$ cat src/source/vic_pkg.sv
`default_nettype none

package vic_pkg;

   ////////////////////
   // Channel setup
   ////////////////////

   // One channel's configuration word
   typedef struct packed {
      logic       enable;
      // Priority 3 is the highest
      logic [1:0] prio;
      logic [4:0] isr_idx;
   } chan_cfg_t;

   // Winner of the priority search
   typedef struct packed {
      logic       valid;
      logic [4:0] isr_idx;
      logic [1:0] prio;
   } irq_req_t;

   ////////////////////
   // Processor side
   ////////////////////

   // Execute stage context saved on dispatch
   typedef struct packed {
      logic [31:0] pc;
      logic [3:0]  ccodes;
   } cpu_ctx_t;

   // Dispatch FSM states
   typedef enum logic [1:0] {
      ST_IDLE      = 2'd0,
      ST_WAIT_SLOT = 2'd1,
      ST_IN_ISR    = 2'd2
   } ctrl_state_t;

   // ISR address is index times 16
   localparam int ISR_SHIFT = 4;

endpackage

`default_nettype wire

$ cat src/source/irq_channel.sv
`timescale 1ns/1ps
`default_nettype none

module irq_channel (
   input  wire  clk,
   input  wire  rst,
   input  wire  i_line,
   input  wire  i_enable,
   input  wire  i_clear,
   output logic o_pending
);

   // Two sampled copies of the line
   logic line_q;
   logic line_qq;
   // Rising edge seen between the two samples
   logic rise;

   ////////////////////
   // Edge detect
   ////////////////////

   // Sampled at edge t, flagged at edge t+1
   always_ff @(posedge clk)
   begin
      if (rst)
      begin
         line_q  <= 1'b0;
         line_qq <= 1'b0;
      end
      else
      begin
         line_q  <= i_line;
         line_qq <= line_q;
      end
   end

   assign rise = line_q & ~line_qq;

   ////////////////////
   // Pending flag
   ////////////////////

   always_ff @(posedge clk)
   begin
      if (rst)
         o_pending <= 1'b0;
      else if (!i_enable)
         // Masking drops anything already latched
         o_pending <= 1'b0;
      else if (rise)
         // Edge beats a clear in the same cycle
         o_pending <= 1'b1;
      else if (i_clear)
         o_pending <= 1'b0;
   end

endmodule

`default_nettype wire

$ cat src/source/irq_config.sv
`timescale 1ns/1ps
`default_nettype none

module irq_config #(
   parameter int N_CHANNELS = 8
) (
   input  wire                                   clk,
   input  wire                                   rst,
   input  wire                                   i_cfg_we,
   input  wire  [$clog2(N_CHANNELS)-1:0]         i_cfg_chan,
   input  vic_pkg::chan_cfg_t                    i_cfg_data,
   output vic_pkg::chan_cfg_t [N_CHANNELS-1:0]   o_cfg
);

   import vic_pkg::*;

   // Disabled, lowest priority, vector 0
   localparam chan_cfg_t CFG_RST = '{enable: 1'b0, prio: 2'd0, isr_idx: 5'd0};

   // Index names a real channel
   logic chan_ok;

   // Only non power of two channel counts leave unused codes
   assign chan_ok = (int'(i_cfg_chan) < N_CHANNELS);

   ////////////////////
   // Register file
   ////////////////////

   always_ff @(posedge clk)
   begin
      if (rst)
      begin
         // All channels start masked
         for (int i = 0; i < N_CHANNELS; i++)
         begin
            o_cfg[i] <= CFG_RST;
         end
      end
      else if (i_cfg_we && chan_ok)
      begin
         // Takes effect on the sampling edge
         o_cfg[i_cfg_chan] <= i_cfg_data;
      end
   end

endmodule

`default_nettype wire

$ cat src/source/irq_priority.sv
`timescale 1ns/1ps
`default_nettype none

module irq_priority #(
   parameter int N_CHANNELS = 8
) (
   input  wire                                   clk,
   input  wire                                   rst,
   input  wire  [N_CHANNELS-1:0]                 i_pending,
   input  vic_pkg::chan_cfg_t [N_CHANNELS-1:0]   i_cfg,
   input  wire                                   i_ack,
   output vic_pkg::irq_req_t                     o_req,
   output logic [N_CHANNELS-1:0]                 o_clear
);

   import vic_pkg::*;

   localparam int IDX_W = $clog2(N_CHANNELS);

   // Combinational winner
   irq_req_t   win;
   logic [IDX_W-1:0] win_idx;
   // Channel behind the registered request
   logic [IDX_W-1:0] sel_q;
   // Channel of the request being acked
   logic [IDX_W-1:0] sel_ack;

   ////////////////////
   // Search
   ////////////////////

   // Strict compare keeps the lowest index on a tie
   always_comb
   begin
      win     = '0;
      win_idx = '0;
      for (int i = 0; i < N_CHANNELS; i++)
      begin
         if (i_pending[i] && (!win.valid || i_cfg[i].prio > win.prio))
         begin
            win.valid   = 1'b1;
            win.prio    = i_cfg[i].prio;
            win.isr_idx = i_cfg[i].isr_idx;
            win_idx     = IDX_W'(i);
         end
      end
   end

   ////////////////////
   // Request register
   ////////////////////

   always_ff @(posedge clk)
   begin
      o_req.isr_idx <= win.isr_idx;
      o_req.prio    <= win.prio;
      sel_q         <= win_idx;
      // Ack arrives one edge after the request it answers
      sel_ack       <= sel_q;
      // Ack cycle still sees the old flag, so hold valid off
      if (rst)
         o_req.valid <= 1'b0;
      else
         o_req.valid <= win.valid && !i_ack;
   end

   // One-hot clear for the dispatched channel
   assign o_clear = i_ack ? ({{(N_CHANNELS-1){1'b0}}, 1'b1} << sel_ack) : '0;

endmodule

`default_nettype wire

$ cat src/source/vic_ctrl.sv
`timescale 1ns/1ps
`default_nettype none

module vic_ctrl (
   input  wire                clk,
   input  wire                rst,
   input  vic_pkg::irq_req_t  i_req,
   input  vic_pkg::cpu_ctx_t  i_ctx,
   input  wire                i_not_flush,
   input  wire                i_reti,
   output logic               o_ack,
   output logic               o_irq_pc,
   output logic [31:0]        o_vic_iaddr,
   output logic               o_in_isr,
   output logic               o_restore,
   output vic_pkg::cpu_ctx_t  o_ret_ctx
);

   import vic_pkg::*;

   ctrl_state_t state_q;
   ctrl_state_t state_d;

   // Context of the interrupted code
   cpu_ctx_t    saved_ctx;
   // Usable request, the acked one is stale for a cycle
   logic        req_ok;
   // Redirect to the requested ISR
   logic        take;
   // Capture i_ctx with this dispatch
   logic        save;
   // Return to the interrupted code
   logic        restore;
   logic [31:0] isr_addr;

   assign req_ok   = i_req.valid && !o_ack;
   assign isr_addr = 32'(i_req.isr_idx) << ISR_SHIFT;

   ////////////////////
   // Next state
   ////////////////////

   always_comb
   begin
      state_d = state_q;
      take    = 1'b0;
      save    = 1'b0;
      restore = 1'b0;
      case (state_q)
         ST_IDLE, ST_WAIT_SLOT:
         begin
            if (req_ok && i_not_flush)
            begin
               // Execute stage holds a real instruction
               take    = 1'b1;
               save    = 1'b1;
               state_d = ST_IN_ISR;
            end
            else if (req_ok)
               // Bubble in execute, hold off
               state_d = ST_WAIT_SLOT;
            else if (!i_req.valid)
               // Channel masked while waiting
               state_d = ST_IDLE;
         end
         ST_IN_ISR:
         begin
            if (i_reti && req_ok)
               // Tail chain, old context stays
               take = 1'b1;
            else if (i_reti)
            begin
               restore = 1'b1;
               state_d = ST_IDLE;
            end
         end
         default: state_d = ST_IDLE;
      endcase
   end

   ////////////////////
   // Registers
   ////////////////////

   always_ff @(posedge clk)
   begin
      if (rst)
      begin
         state_q     <= ST_IDLE;
         o_ack       <= 1'b0;
         o_irq_pc    <= 1'b0;
         o_restore   <= 1'b0;
         o_vic_iaddr <= '0;
      end
      else
      begin
         state_q   <= state_d;
         o_ack     <= take;
         o_irq_pc  <= take;
         o_restore <= restore;
         if (take)
            o_vic_iaddr <= isr_addr;
      end
   end

   always_ff @(posedge clk)
   begin
      if (save)
         saved_ctx <= i_ctx;
   end

   assign o_in_isr  = (state_q == ST_IN_ISR);
   // Context only visible with the restore strobe
   assign o_ret_ctx = o_restore ? saved_ctx : '0;

endmodule

`default_nettype wire

$ cat src/source/vic_top.sv
`timescale 1ns/1ps
`default_nettype none

module vic_top #(
   parameter int N_CHANNELS = 8
) (
   input  wire                              clk,
   input  wire                              rst,
   input  wire  [N_CHANNELS-1:0]            i_irq,
   input  wire                              i_cfg_we,
   input  wire  [$clog2(N_CHANNELS)-1:0]    i_cfg_chan,
   input  vic_pkg::chan_cfg_t               i_cfg_data,
   input  vic_pkg::cpu_ctx_t                i_ctx,
   input  wire                              i_not_flush,
   input  wire                              i_reti,
   output logic                             o_irq_pc,
   output logic [31:0]                      o_vic_iaddr,
   output logic                             o_in_isr,
   output logic                             o_restore,
   output vic_pkg::cpu_ctx_t                o_ret_ctx
);

   import vic_pkg::*;

   chan_cfg_t [N_CHANNELS-1:0] cfg;
   logic [N_CHANNELS-1:0]      pending;
   logic [N_CHANNELS-1:0]      clear;
   irq_req_t                   req;
   logic                       ack;

   irq_config #(.N_CHANNELS(N_CHANNELS)) i_irq_config (
      .clk        (clk),
      .rst        (rst),
      .i_cfg_we   (i_cfg_we),
      .i_cfg_chan (i_cfg_chan),
      .i_cfg_data (i_cfg_data),
      .o_cfg      (cfg)
   );

   ////////////////////
   // Channel array
   ////////////////////

   for (genvar g = 0; g < N_CHANNELS; g++)
   begin : g_chan
      irq_channel i_irq_channel (
         .clk       (clk),
         .rst       (rst),
         .i_line    (i_irq[g]),
         .i_enable  (cfg[g].enable),
         .i_clear   (clear[g]),
         .o_pending (pending[g])
      );
   end

   irq_priority #(.N_CHANNELS(N_CHANNELS)) i_irq_priority (
      .clk       (clk),
      .rst       (rst),
      .i_pending (pending),
      .i_cfg     (cfg),
      .i_ack     (ack),
      .o_req     (req),
      .o_clear   (clear)
   );

   // Dispatch and return sequencing
   vic_ctrl i_vic_ctrl (
      .clk         (clk),
      .rst         (rst),
      .i_req       (req),
      .i_ctx       (i_ctx),
      .i_not_flush (i_not_flush),
      .i_reti      (i_reti),
      .o_ack       (ack),
      .o_irq_pc    (o_irq_pc),
      .o_vic_iaddr (o_vic_iaddr),
      .o_in_isr    (o_in_isr),
      .o_restore   (o_restore),
      .o_ret_ctx   (o_ret_ctx)
   );

endmodule

`default_nettype wire

$ cat config.mk
export PLATFORM = sky130hd
export DESIGN_NAME = vic_top
export DESIGN_NICKNAME = d
export VERILOG_FILES = /design/src/source/vic_pkg.sv /design/src/source/irq_channel.sv /design/src/source/irq_config.sv /design/src/source/irq_priority.sv /design/src/source/vic_ctrl.sv /design/src/source/vic_top.sv
export SDC_FILE = /design/constraint.sdc
export NUM_CORES = 1
export LEC_CHECK = 0
export ABC_AREA = 1
export BUFFER_PORTS_ARGS = -buffer_cell sky130_fd_sc_hd__buf_4
export CELL_PAD_IN_SITES_DETAIL_PLACEMENT = 1
export CELL_PAD_IN_SITES_GLOBAL_PLACEMENT = 1
export CORE_ASPECT_RATIO = 1.5
export CORE_MARGIN = 2
export CORE_UTILIZATION = 40
export CTS_CLUSTER_DIAMETER = 30
export DETAILED_ROUTE_END_ITERATION = 12
export MAX_ROUTING_LAYER = met4
export PLACE_DENSITY = 0.9
export SLEW_MARGIN = 20
export SYNTH_ARGS = -nofsm -noshare
export SYNTH_HDL_FRONTEND = slang
export SYNTH_SLANG_ARGS = --single-unit
$ cat constraint.sdc
create_clock -name clk -period 9.1 [get_ports clk]
set_input_delay 0 -clock clk [delete_from_list [all_inputs] [get_ports clk]]
set_output_delay 0 -clock clk [all_outputs]
set_load 0.01 [all_outputs]
* Word level (Yosys, flattened, before mapping) *
Cells that the tools add are included.

word-level totals
  register bits = 145
  input port bits = 60

operators by class
  shift operators = 1
  reduce and logical (&&, ||, !) cells = 49
  equality and inequality tests = 5
  muxes and demuxes = 46
  bitwise operators = 25
  $lt $le $gt $ge = 9

operators by type and width
  kind                                                                          count
  8-bit 2-to-1 mux                                                              10
  64-bit bitwise mux                                                            1
  36-bit 2-to-1 mux                                                             1
  8-bit demux with 3-bit select                                                 1
  1-bit 2-to-1 mux                                                              22
  2-bit OR reduction                                                            10
  2-bit 2-to-1 mux                                                              9
  1-bit NOT                                                                     17
  2-bit nonzero test                                                            8
  2-bit > comparator                                                            7
  1-bit logical AND                                                             12
  1-bit AND                                                                     8
  1-bit zero test                                                               8
  1-bit by 3-bit << shifter with 8-bit output, first input constant             1
  1-bit logical OR                                                              7
  3-bit by 4-bit less-than comparator with 1-bit output, second input constant  1
  2-bit != test, second input constant                                          2
  4-bit by 2-bit != test with 1-bit output, second input constant               1
  2-bit case mux with 2 select lines                                            1
  4-bit OR reduction                                                            1
  3-bit by 1-bit >= comparator with 1-bit output, second input constant         1
  3-bit AND reduction                                                           1
  3-bit OR reduction                                                            1
  2-bit by 1-bit == test with 1-bit output, second input constant               1
  other kinds (3)                                                               3

* Depth between registers and ports, before layout *
  word-level depth = 30
  depth in mapped cells = 64
  gate-level depth less buffers = 61

* By module *
Synthesis repeated with hierarchy kept, for this count alone.

second synthesis, totals
  cell total of the unflattened synthesis = 928
  area, all modules = 6866.6 sq um

by module, submodules not included
  module        instances  area an instance (sq um)  seq. area each (sq um)  cells each
  irq_config    1          2526.2                    1281.2                  368
  vic_ctrl      1          1995.7                    1261.2                  199
  irq_priority  1          1493.9                    280.3                   249
  irq_channel   8          106.4                     60.1                    14

* Least setup slack after synthesis *
OpenSTA, ideal clock, no wires.

  path type = flip-flop to flip-flop
  start = register g_chan[0].i_irq_channel.o_pending
  end = register i_irq_priority.o_req[3] (netlist bit)
  clock period less this slack = 7832 ps
  buffers on the path = 4
  data arrival time = 7716 ps
  stages on the path, launching flop included = 59
  required time = 8984 ps
  slack = 1268 ps
  library setup time = 116 ps
  cell sequence = dfxtp_1 buf_4 nand2_1 ha_1 nand2_1 nand2_1 nand2_1 nand2_2 nand2_2 o21ai_0 ha_1 o21ai_0 nand3_2 nand2_2 nand2_4 o21ai_0 ha_1 or2_2 [23 not listed] ha_1 inv_1 nor2_1 o21ai_0 o21ai_0 nand2_1 inv_1 o21bai_2 ha_1 inv_1 nor2_1 o21ai_0 nand2_1 nand2_1 clkbuf_1 nand2_1 inv_1 a21oi_2

RTL lines
  what                      line                source
  start: declaration        irq_channel.sv:10   output logic o_pending
  start signal: assignment  irq_channel.sv:47   o_pending <= 1'b0;
  start signal: assignment  irq_channel.sv:50   o_pending <= 1'b0;
  start signal: assignment  irq_channel.sv:53   o_pending <= 1'b1;
  end: declaration          irq_priority.sv:12  output vic_pkg::irq_req_t o_req,

* Worst setup path in the final report *
  start = register g_chan[0].i_irq_channel.o_pending
  end = register i_irq_priority.sel_q[1]

between the ends
  cells in the longest elaborated chain, start to end = 29

ends and longest elaborated chain
  what                                                          line                source
  8-bit 2-to-1 mux (*)                                          irq_priority.sv:39  if (i_pending[i] && (!win.valid || i_cfg[i].prio > win.prio))
  2-bit > comparator / 1-bit zero test (equally long branches)  irq_priority.sv:39
  1-bit logical OR                                              irq_priority.sv:39
  1-bit logical AND                                             irq_priority.sv:39
  8-bit 2-to-1 mux (*)                                          irq_priority.sv:39
  2-bit > comparator / 1-bit zero test (equally long branches)  irq_priority.sv:39
  1-bit logical OR                                              irq_priority.sv:39
  1-bit logical AND                                             irq_priority.sv:39
  [13 not listed]                                               --
  2-bit > comparator / 1-bit zero test (equally long branches)  irq_priority.sv:39
  1-bit logical OR                                              irq_priority.sv:39
  1-bit logical AND                                             irq_priority.sv:39
  8-bit 2-to-1 mux                                              irq_priority.sv:39
  2-bit > comparator / 1-bit zero test (equally long branches)  irq_priority.sv:39
  1-bit logical OR                                              irq_priority.sv:39
  1-bit logical AND                                             irq_priority.sv:39
  2-bit OR reduction (no source line)                           --
  end signal: assignment                                        irq_priority.sv:57  sel_q <= win_idx;
  end: declaration                                              irq_priority.sv:24  logic [IDX_W-1:0] sel_q;

Every way passes the cells marked *; elsewhere a longest branch is shown, timed or not.
A chain may end at the register's enable or synchronous reset.

==> key figures <==
Place
  – Post-DP Area: just over 0.007 mm2
  – RePlAce Congestion: 0.869
  – I/O Buffers: 103
  – Hpwl dp: 12600 um

Floorplan
  – FP Rows: 56
  – Core ar.: 0.0156 mm2
  – Ports: 131
  – Initial core utilization: 0.406
  – Die height: 158 um
  – Die Wd: 107 um
  – Die area: 0.0168 mm2

Drt
  – Routed WL per cell: 16.1 um
  – DR vias: between 5000 and 6000
  – Antenna viol nets, final: 0
  – Top Layer Used: met4
  – Met1 WL: 6740 um
  – DRC Markers: 0
  – Vias per cell: 4.84
  – First-pass iteration count of the detailed router: 4
  – Total Wirelength: roughly 19000 um
  – DR iter-0 viols: between 200 and 250
  – DR WL met2: 11000 um
  – Metal3 WL: roughly 730 um

Clock tree
  – TritonCTS Buffers: 17
  – Clock transition at path regs: approximately 0.060 ns
  – CTS tree: built
  – Clock sink count: 145
  – Worst-skew pair later-pin latency: 0.42 ns
  – H-tree depth: 4
  – Clock Root Buffer: clkbuf_16
  – CTS Buffer Depth: 2

Global route
  – Largest net degree at the start of global routing: 44
  – Vias in the first global route: approximately 6000
  – Grt total ovfl: 0
  – First-pass GRT wire length: 30100 um
  – GRT Util Overall: 0.241
  – Initial antenna violation count: 0

Worst setup path
  – CP max stage cell: dfxtp_4
  – CP startpoint kind: register
  – Worst path max stage delay: 0.40 ns
  – CP Data Required Time: 9.45 ns
  – Bufs and invs on worst path: 8
  – Setup crit end kind: register
  – Crit-path leading delay family: simple AND/OR/NAND/NOR gates
  – Crit Path Max Fanout: 14
  – Arrival @ worst endpoint: between 8 and 9 ns
  – Crit-path most repeated cell: nand2_1
  – Worst setup path class: reg2reg

Synth
  – Main synth FF type: dfxtp_1
  – Synth top area cells: dfxtp_1, edfxtp_1, nor2_1
  – Netlist cell types: 29
  – Count leader, synth: nor2_1
  – Post-synth EDFFs: 36
  – Sequential fraction of the synthesis area: 0.517
  – Yosys top cell by area: dfxtp_1
  – Ys Warns: 0
  – #FFs+latches synth: between 100 and 150
  – Area share of the largest cell type after synthesis: 0.346
  – Synthesized area: ~0.0063 mm2
  – Mapped Cells: 806
  – Ys async rst share: 0
  – Commonest cells post-synth: nor2_1, inv_1, nand2_1, dfxtp_1, o21ai_0
  – Synth Area per Inst: 7.83 um2

Timing
  – Worst Skew: 0.0116 ns
  – RSZ-0062 raised after global routing: false
  – # setup viols final: 0
  – Rel. slew slack: 0.444
  – Worst Hold Slack: 0.105 ns
  – Slew @ Worst Pin: 0.833 ns
  – F_max: around 120 MHz
  – Final setup TNS: 0 ns
  – Final hold violation count: 0
  – Slew Viols, Final: 0
  – Tmin final: 8.14 ns
  – Tcrit/Tclk final: 0.894

Finish
  – Fillcell total: 1904
  – Post-route cell area: roughly 0.0084 mm2
  – P&R area growth vs syn: 33.6%
  – Final net count: between 1000 and 1500
  – Ant diodes: 0
  – Share of layout cells above drive strength 1: 0.175

Outcome
  – Run status: finished, final reports clean

Pwr
  – PD cells: 179 mW/mm2
  – VDD IR max: 0.105 mV
  – Leakage power: 4.09 nW

Worst hold path
  – Hold crit path type: in2reg

Flow run
  – Max Cap Viol: 0
-- layout by cell type, fill, tap and decap left out, types with 2 or more instances in the layout --
cell type and n:
nand2_4 9, clkinv_4 4, clkbuf_16 17, buf_4 107, or2_2 3, nor3_1 5
clkinv_1 7, inv_1 120, edfxtp_1 36, a21oi_1 32, nand2_2 7, dfxtp_1 107
conb_1 27, a21oi_2 4, o21ai_0 81, bufinv_16 3, o211ai_1 9, nand3_2 4
clkinvlp_4 3, dlygate4sd3_1 65, nand2_1 114, o21ai_2 3, o21ai_1 7, nor2_1 159
ha_1 10, inv_6 2, nand3_1 25
-- worst paths after layout --
kind                                                   startpoint                   endpoint  slack [ns]  depth (start not counted)
worst max-delay path            g_chan[0].i_irq_channel.o_pending    i_irq_priority.sel_q[1]        0.96                         57
worst min-delay path                                i_cfg_chan[2]     i_irq_config.o_cfg[17]        0.10                          6
worst max register to register  g_chan[0].i_irq_channel.o_pending    i_irq_priority.sel_q[1]        0.96                         57
worst min register to register            i_irq_priority.sel_q[0]  i_irq_priority.sel_ack[0]        0.33                          0
-- per-layer routing --
layer / up-vias / GRT usage
met3: 37 / 0.0449
li1: 2787 / -
met5: - / -
met2: 157 / 0.483
met1: 2740 / 0.213
met4: 0 / 0.107
-- logic make-up (layout without fill, tap and decap cells) --
logic type	count (synthesis)	after routing	share of synthesized area
other cells	1	27	0.000594
buf+inv	183	329	0.127
simple gates	330	330	0.218
fa+ha+maj	10	10	0.0198
compound gates	137	137	0.117
flops	145	145	0.517
-- state kept, by name, summed over array words and instances, names as in the netlist --
register,flops
i_irq_priority.o_req,6
i_irq_config.o_cfg,64
i_vic_ctrl.state_q,2
i_vic_ctrl.o_restore,1
g_chan.i_irq_channel.o_pending,8
i_vic_ctrl.saved_ctx,36
g_chan.i_irq_channel.line_qq,8
i_vic_ctrl.o_vic_iaddr,5
g_chan.i_irq_channel.line_q,8
i_irq_priority.sel_q,3
i_irq_priority.sel_ack,3
i_vic_ctrl.o_ack,1
-- layout make-up --
cell class	instances	area (um2)	share of cell area
clock buffers	17	425	0.0505
clock inverters	15	184	0.0218
inverters	125	469	0.0557
multi-input cells	504	2380	0.282
flip-flops and latches	145	3270	0.388
well taps	203	254	0.0301
repair buffers	172	1450	0.172
-- power by group --
group | internal, mW | switching, mW | leakage, nW
sequential | 0.677 | 0.00870 | 1.21
clock | 0.434 | 0.284 | 0.287
combinational | 0.0497 | 0.0563 | 2.59
-- worst min-delay path, delay by kind of cell --
family / cells / cell delay, ns
AND/OR/NAND/NOR: 3 / 0.17
buffers and inverters: 2 / 0.16
AO/OA/AOI/OAI: 1 / 0.16
-- metrics by stage --
| stage | utilization | power [mW] | setup WS [ns] | cells |
|---|---|---|---|---|
| finish | 0.542 | 1.51 | 0.963 | 1181 |
| global route | 0.542 | 1.56 | 0.0418 | 1181 |
| detailed placement | 0.458 | 0.779 | 0.0354 | 1082 |
| global placement | 0.458 | 0.775 | 0.497 | 1082 |
| CTS | 0.539 | 1.52 | 0.0766 | 1179 |
| floorplan | - | 0.750 | 1.27 | 832 |
-- repair_timing --
action,4_1_cts,5_1_grt
setup buffers,0,2
hold buffers,65,0
resized for setup,1,12
endpoints found under the hold margin,123,0
endpoints found under the setup margin,1,8
pin swaps,0,1
(Power assumes the default switching activity.)
